===== config.mk =====
export PLATFORM = sky130hd
export DESIGN_NAME = execute_stage
export DESIGN_NICKNAME = d
export VERILOG_FILES = /design/src/hdl/rv_pkg.sv /design/src/hdl/execute_stage.sv
export SDC_FILE = /design/constraint.sdc
export NUM_CORES = 1
export LEC_CHECK = 0
export ABC_AREA = 1
export ABC_CLOCK_PERIOD_IN_PS = 5800
export BUFFER_PORTS_ARGS = -buffer_cell sky130_fd_sc_hd__buf_2
export CORE_AREA = 4 4 156 158
export DETAILED_ROUTE_END_ITERATION = 10
export DIE_AREA = 0 0 160 162
export GPL_TIMING_DRIVEN = 0
export PLACE_DENSITY = 0.89
export SLEW_MARGIN = 10
export SYNTH_ARGS = -nofsm -noshare
export SYNTH_HDL_FRONTEND = slang
export SYNTH_SLANG_ARGS = --single-unit

===== constraint.sdc =====
create_clock -name clk -period 5.8 [get_ports clk]
set_input_delay 0 -clock clk [delete_from_list [all_inputs] [get_ports clk]]
set_output_delay 0 -clock clk [all_outputs]
set_load 0.1 [all_outputs]

===== src/hdl/rv_pkg.sv =====
/*
  Shared definitions for the five-stage RV32I subset core.
  Holds the widths, memory depths, opcode and ALU encodings,
  and the packed payload structs that travel between stages.
  Compile it first. Each stage imports it inside its body.
*/
package rv_pkg;

  //////////////////////////////////////////////////
  // widths and depths
  //////////////////////////////////////////////////
  localparam int xlen        = 32;
  localparam int reg_addr_w  = 5;
  localparam int imem_words  = 256;
  localparam int dmem_words  = 256;
  localparam int imem_addr_w = 8;

  typedef logic [xlen-1:0]       word_t;
  typedef logic [reg_addr_w-1:0] reg_idx_t;

  //////////////////////////////////////////////////
  // encodings
  //////////////////////////////////////////////////
  // major opcodes kept by the decoder
  typedef enum logic [6:0] {
    opc_op     = 7'b0110011,
    opc_op_imm = 7'b0010011,
    opc_load   = 7'b0000011,
    opc_store  = 7'b0100011,
    opc_branch = 7'b1100011,
    opc_jal    = 7'b1101111
  } opcode_e;

  // alu functions, sub only from r-type
  typedef enum logic [2:0] {
    alu_add,
    alu_sub,
    alu_and,
    alu_or,
    alu_xor,
    alu_slt
  } alu_op_e;

  //////////////////////////////////////////////////
  // stage payloads
  //////////////////////////////////////////////////
  typedef struct packed {
    logic  valid;
    word_t pc;
    word_t instr;
  } ifid_t;

  typedef struct packed {
    logic     valid;
    word_t    pc;
    word_t    rs1_val;
    word_t    rs2_val;
    reg_idx_t rs1;
    reg_idx_t rs2;
    reg_idx_t rd;
    word_t    imm;
    alu_op_e  alu_op;
    // control flags
    logic     use_imm;
    logic     is_load;
    logic     is_store;
    logic     is_branch_ne;
    logic     is_branch;
    logic     is_jal;
    logic     reg_write;
  } idex_t;

  // result is pc+4 for jal
  typedef struct packed {
    logic     valid;
    word_t    result;
    word_t    store_data;
    reg_idx_t rd;
    logic     is_load;
    logic     is_store;
    logic     reg_write;
  } exmem_t;

  typedef struct packed {
    logic     valid;
    reg_idx_t rd;
    word_t    data;
    logic     reg_write;
  } memwb_t;

  typedef struct packed {
    logic  valid;
    word_t target;
  } redirect_t;

  typedef struct packed {
    logic     valid;
    reg_idx_t rd;
    word_t    data;
  } retire_t;

  typedef struct packed {
    logic                   we;
    logic [imem_addr_w-1:0] idx;
    word_t                  instr;
  } imem_wr_t;

endpackage

===== src/hdl/execute_stage.sv =====
/*
  Execute stage. Picks forwarded operands from the memory and
  writeback stages, runs the ALU and resolves BEQ, BNE and JAL.
  A taken branch or any JAL raises redirect for one cycle.
  Registers the EX/MEM payload, with pc+4 as the JAL result.
*/
module execute_stage (
  input  logic              clk,
  input  logic              rstn,
  input  rv_pkg::idex_t     idex,
  input  rv_pkg::exmem_t    mem_fwd,
  input  rv_pkg::memwb_t    wb_fwd,
  output rv_pkg::redirect_t redirect,
  output rv_pkg::exmem_t    exmem
);
  import rv_pkg::*;

  word_t  op_a;
  word_t  rs2_fwd;
  word_t  op_b;
  word_t  alu_res;
  logic   eq;
  logic   taken;
  exmem_t exmem_d;

  //////////////////////////////////////////////////
  // forwarding
  //////////////////////////////////////////////////
  // memory stage first, loads excluded since stall covers them
  function automatic word_t fwd_sel(reg_idx_t idx, word_t reg_val);
    word_t val;
    if (mem_fwd.valid && mem_fwd.reg_write && !mem_fwd.is_load &&
        mem_fwd.rd != '0 && mem_fwd.rd == idx) begin
      val = mem_fwd.result;
    end else if (wb_fwd.valid && wb_fwd.reg_write &&
                 wb_fwd.rd != '0 && wb_fwd.rd == idx) begin
      val = wb_fwd.data;
    end else begin
      val = reg_val;
    end
    return val;
  endfunction

  always_comb begin
    op_a    = fwd_sel(idex.rs1, idex.rs1_val);
    rs2_fwd = fwd_sel(idex.rs2, idex.rs2_val);
    // store data keeps rs2, immediate only goes to the alu
    op_b    = idex.use_imm ? idex.imm : rs2_fwd;
  end

  //////////////////////////////////////////////////
  // alu
  //////////////////////////////////////////////////
  always_comb begin
    case (idex.alu_op)
      alu_sub: alu_res = op_a - op_b;
      alu_and: alu_res = op_a & op_b;
      alu_or:  alu_res = op_a | op_b;
      alu_xor: alu_res = op_a ^ op_b;
      alu_slt: alu_res = {{(xlen-1){1'b0}}, $signed(op_a) < $signed(op_b)};
      default: alu_res = op_a + op_b;
    endcase
  end

  // branch compare on forwarded registers
  assign eq    = (op_a == rs2_fwd);
  assign taken = idex.is_branch && (eq != idex.is_branch_ne);

  // one-cycle pulse, target is pc plus immediate for both kinds
  always_comb begin
    redirect.valid  = idex.valid && (taken || idex.is_jal);
    redirect.target = idex.pc + idex.imm;
  end

  //////////////////////////////////////////////////
  // ex/mem register
  //////////////////////////////////////////////////
  always_comb begin
    exmem_d.valid      = idex.valid;
    exmem_d.result     = idex.is_jal ? idex.pc + xlen'(4) : alu_res;
    exmem_d.store_data = rs2_fwd;
    exmem_d.rd         = idex.rd;
    exmem_d.is_load    = idex.is_load;
    exmem_d.is_store   = idex.is_store;
    exmem_d.reg_write  = idex.reg_write;
  end

  always_ff @(posedge clk) begin
    if (!rstn) begin
      exmem.valid <= 1'b0;
    end else begin
      exmem <= exmem_d;
    end
  end

endmodule


==> metrics.txt, run 1 <==
global-route wire length before repair 89.0 mm; Seq/Total Area, Yosys 16.0%; Layout fillers 2106; Num CTS Buffers 9; worst slew pin tran 816 ps; largest net degree at the start of global routing 53; Synth top area share 18.9%; Mapped Cells 2337; n_diodes 0; Main synth FF type edfxtp_1; met1 WL 22.5 mm; Leak 9.07 nW; post-route cell area 16200 µm²; Setup Buffers After CTS 0; RePlAce Congestion 1.11; Power per Cell Area 216 nW/µm²; synthesized cell area 13700 µm²; antenna violations before repair 1; Rows 56; initial core utilization 59.1%; CTS tree built; DIE AREA 25900 µm²; ranking of synthesized cells by area nand2_1 (19%), edfxtp_1 (16%), ha_1 (12%); placed insts 2967; Yosys warnings 0; Ports 374; final WL 59.3 mm; CTS resizes 0; FMAX 0.215 GHz; die height 162 µm; Clk Tree Root Cell clkbuf_16; RSZ-0062 raised after global routing no; Crit. End Element flip-flop; final std cells w/o fill 2992; CTS clk-pin slew, worst paths 70 ps; drt initial violations 2862; Setup Viol. Count Final 0; outcome finished, final reports clean; pre-CTS setup slack 873 ps; GRT Total Usage 43.2%; WL/cell 19.8 µm; Hold WS 29.9 ps; area grow syn2layout 18.3%; crit start category input pin; Final nets 3096; Die Wd 160 µm; Yosys reg bits 73; Top reg by flops exmem; synthesized area per cell 5.85 µm²; Port Buf Inserts 339; DRC viols 0; Unique masters post-synth 60; vias per cell 6.00; met3 WL post-DR 7.64 mm; synth cell count leaders nand2_1 (689), inv_1 (379), a21oi_1 (179), nand3_1 (176), nor2_1 (175); worst endpoint required time 5910 ps; biggest regs exmem x73; met2 WL 25.5 mm; most frequent cell after synthesis nand2_1; via count 17940; detailed-router iteration count before antenna repair 6; Post-synth ARST share 0%; DR top layer met5; CTS Sinks 73; Setup TNS Final 0 ps; maximum clock insertion buffer count 2; layout cell share with drive strength beyond 1 16.5%; syn_nets 2736; number of synthesized flops with an enable pin 72; antenna viol nets, final 0; final worst path period share 80.3%; Synth area leader nand2_1; VDD IR max 0.000181 V; final count of pins violating max slew 0; final setup margin 1140 ps; worst setup path class input pin to flip-flop; remaining global-route overflow 0; max-cap viol count 0; minimum clock period 4660 ps; critical path arrival 4770 ps; headroom to the max-slew limit 45.6%; Placed Area 15800 µm²; Hold/Removal Path Class input pin to flip-flop; dpl hpwl 49.1 mm; maximum fanout along the worst path 10; vias in the first global route 16461; Core ar. 23100 µm²; CTS HTree Levels 3; Hold Violations, Final 0; max reg flops 73
stage by stage:
step	util, %	power (mW)
6_report	69.9	3.49
3_5_place_dp	68.1	2.77
5_1_grt	69.9	3.63
4_1_cts	69.9	3.43
3_3_place_gp	68.0	2.73
2_1_floorplan	-	2.25
worst max-delay path: stages:
cell	delay, ps
buf_2	130
inv_1	90
nor2_1	70
nor3_4	430
buf_2	370
nand3_1	130
nand3_1	100
nand2_1	150
o21ai_0	650
inv_1	100
ha_1	320
inv_1	90
nand2_1	50
o21ai_0	380
a21oi_1	190
o21ai_0	340
nand2_1	90
nand2_1	100
nand2_1	90
a21oi_1	320
nand2_1	90
nand2_1	90
a21oi_1	60
o21ai_0	100
nand3_1	110
nand2_1	70
nand2_1	50
placed cells by master, fill, tap and decap left out, types with 4 or more instances in the layout:
cell and n:
nand2_1 689, nor4_1 6, o2111ai_1 6, clkbuf_16 9, a211oi_1 4, nor3_1 17
o21ai_1 5, inv_1 379, buf_2 382, nand4_1 48, o21a_1 7, clkbuf_1 43
nand3_1 176, a21boi_0 4, nor2_2 5, a21oi_1 179, dlygate4sd3_1 9, xnor2_1 22
o21ai_0 144, nor2_1 175, buf_4 10, a221oi_1 12, nor3_2 4, o21bai_1 7
a31oi_1 20, xor2_1 54, edfxtp_1 72, or2_2 11, o31ai_1 5, o211ai_1 9
o22ai_1 5, ha_1 128
layer usage:
layer,track usage [%],vias to the layer above
met4,22.6,2
met2,69.7,1484
met1,56.4,7903
met3,6.24,258
li1,-,8293
met5,0,-
power by group:
group / total [mW] / switching (mW) / internal (mW)
Clock: 0.664 / 0.282 / 0.382
Sequential: 0.658 / 0.0148 / 0.643
Combinational: 2.17 / 1.68 / 0.489
cell families (layout without fill, tap and decap cells):
kind of cell	count (synthesis)	after routing	share of synthesized area [%]
DFF	73	73	16.0
and+or+nand+nor	1143	1143	35.1
xor gates and xnor gates	76	76	4.87
AOI/OAI and AO/OA	433	433	17.9
buffers and inverters	481	846	14.0
adders and majority gates	131	131	12.2
timing repair:
action / in CTS / in global routing
hold buffers: 9 / 0
setup endpoints to repair: 0 / 0
hold endpoints to repair: 9 / 0
worst paths after layout:
check,startpoint,endpoint,slack [ps],cells past startpoint
setup / recovery,wb_fwd[37],exmem[69]$_DFFE_PP_,1140,27
hold / removal,idex[123],exmem[42]$_DFFE_PP_,30,2
cell type report:
class                      count  area [µm²]  area share [%]
multi-input combinational   1783        9570            59.2
sequential                    73        2180            13.5
timing repair buffer         349        1820            11.2
inverter                     382        1430            8.87
buffer                        99         475            2.94
tap                          290         363            2.24
clock buffer                   9         225            1.39
clock inverter                 7         101           0.627
No activity file was read; power rests on OpenSTA's default activity.
==> inputs of run 2 (changes only) <==
- ABC_CLOCK_PERIOD_IN_PS: 5800 -> 4200
- CORE_AREA: 4 4 156 158 -> 4 4 171 173
- DIE_AREA: 0 0 160 162 -> 0 0 175 177
- PLACE_DENSITY: 0.89 -> 0.79
- clock period: 5.8 -> 4.2 ns (I/O delays scaled with it)
==> run 2 against run 1 <==
Core utilization decreased by 11 points. Clock power grew 26%. Global-route usage is 4.1 points lower. Via count is 2.6% lower. Critical path depth unchanged. Clock-buffer cell count stayed put. Setup slack worse by 940 ps. Worst hold slack better by 20 ps. Flip-flop and latch count is the same. Sequential share of layout area down 0.15 points. Sequential power increased by 38%. Highest routed layer unchanged.
==> metrics.txt, run 2 (synthesized netlist as in run 1, its figures left out) <==
global-route wire length before repair 94.0 mm (+5.7%); antenna violations before repair 6 (+5); area grow syn2layout 19.7%; CTS HTree Levels 3 (unchanged); minimum clock period 4000 ps; Critical-path top delay cell fa_1; GRT Total Usage 39.1% (-4.1 points); Core ar. 27600 µm² (+19%); DIE AREA 31000 µm² (+20%); vias in the first global route 16469 (+0.049%); Layout fillers 2783 (+32%); Total Power 4.79 mW (+37%); final std cells w/o fill 3078 (+2.9%); largest net degree at the start of global routing 53 (unchanged); worst slew pin tran 832 ps (+16.2 ps); Die Wd 175 µm (+9.4%); Leak 9.11 nW (+0.42%); clock power share 17.5% (-1.5 points); post-route cell area 16400 µm² (+1.1%); RePlAce Congestion 1.05 (-5.7%); layout cell share with drive strength beyond 1 17.5% (+0.98 points); Clk Tree Root Cell clkbuf_16; VDD IR max 0.000177 V (-1.8%); vias per cell 5.67 (-5.4%); worst setup path class input pin to flip-flop; footprint of the multi-input gates 9640 µm² (+0.69%); critical path arrival 4130 ps (-640 ps); delay-heaviest family, CP compound AO/OA/AOI/OAI gates; Port Buf Inserts 339 (unchanged); Ports 374 (unchanged); n_diodes 0 (unchanged); CTS tree built; dpl hpwl 52.7 mm (+7.4%); CP Launch Point mem_fwd[5]; commonest non-fill, non-tap cell in the layout nand2_1; commonest cells after routing, fill and taps aside nand2_1 (689), inv_1 (379), buf_2 (377); final setup margin 201 ps (-940 ps); drt initial violations 2077 (-27%); hold path start mem_fwd[47]; pre-CTS setup slack -912 ps (-1790 ps); placed insts 3055 (+3.0%); CTS Sinks 73 (unchanged); antenna viol nets, final 0 (unchanged); max-cap viol count 0 (unchanged); biggest regs exmem x73; crit start category input pin; Placed Area 15900 µm² (+0.70%); Setup TNS Final 0 ps (unchanged); headroom to the max-slew limit 44.5% (-1.1 points); WL/cell 20.5 µm (+3.6%); RSZ-0062 raised after global routing yes; Comb power frac 63.5% (+1.4 points); Bufs and invs on worst path 7 (+2); Switching Share 58.1% (+1.5 points); maximum fanout along the worst path 10 (unchanged); Power per Cell Area 293 nW/µm² (+36%); FMAX 0.250 GHz; Num CTS Buffers 9 (unchanged); remaining global-route overflow 0 (unchanged); slowest cell delay on critical path 380 ps (-270 ps); die height 177 µm (+9.3%); Final Util 59.2% (-11 points); sw power 2.78 mW (+41%); Setup Viol. Count Final 0 (unchanged); Seq. cell area 2180 µm² (unchanged); most used cell, CP nand2_1; Final nets 3094 (-0.065%); via count 17466 (-2.6%); DRC viols 0 (unchanged); CTS clk-pin slew, worst paths 80 ps (about the same); final worst path period share 95.2%; worst endpoint required time 4330 ps (-1580 ps); Hold/Removal Path Class input pin to flip-flop; Hold Violations, Final 0 (unchanged); detailed-router iteration count before antenna repair 6 (unchanged); Sequential Power Share 19.0% (about the same); Internal 2.00 mW (+32%); Crit. End Element flip-flop; max reg flops 73 (unchanged); initial core utilization 49.5% (-9.6 points); Rows 61 (+8.9%); Hold WS 50.0 ps (+20.0 ps); outcome finished, final reports clean; final WL 63.2 mm (+6.6%); Top reg by flops exmem; final count of pins violating max slew 0 (unchanged); maximum clock insertion buffer count 2 (unchanged)
run 2: power groups by stage:
stage | Sequential (mW) | Combinational, mW | Clock (mW)
5_1_grt | 0.914 | 3.22 | 0.870
3_3_place_gp | 0.924 | 2.90 | 0
2_1_floorplan | 1.45 | 1.66 | 0
4_1_cts | 0.907 | 2.95 | 0.835
6_report | 0.908 | 3.04 | 0.839
3_5_place_dp | 0.922 | 2.93 | 0
run 2: tightest hold or removal path: stages:
cell and delay (ps):
buf_2 110, nand2_1 50, nand2_1 120
run 2: cell type report:
type,count,area share [%]
Multi-Input combinational cell,1783,59.0
Sequential cell,73,13.3
Timing Repair Buffer,356,11.4
Inverter,382,8.77
Tap cell,378,2.89
Buffer,90,2.79
Clock buffer,9,1.38
Clock inverter,7,0.421
run 2: routing by layer:
metal	global-route usage [%]	share of wire, %	up-vias
met2	63.2	44	1093
met4	16.7	4.7	12
met3	7.35	11	175
met5	0	0.13	-
li1	-	-	8299
met1	51.4	41	7887
run 2: final timing paths:
path                  depth (start not counted)                  end  slack [ps]
worst min-delay path                          3  exmem[15]$_DFFE_PP_          50
worst max-delay path                         27  exmem[40]$_DFFE_PP_         200
run 2: what timing repair did:
| item | 4_1_cts | 5_1_grt |
|---|---|---|
| gates resized for setup | 10 | 45 |
| hold buffers | 10 | 0 |
| pin swaps | 1 | 2 |
| setup endpoints to repair | 16 | 18 |
| buffers inserted | 3 | 3 |
| endpoints found under the hold margin | 10 | 0 |
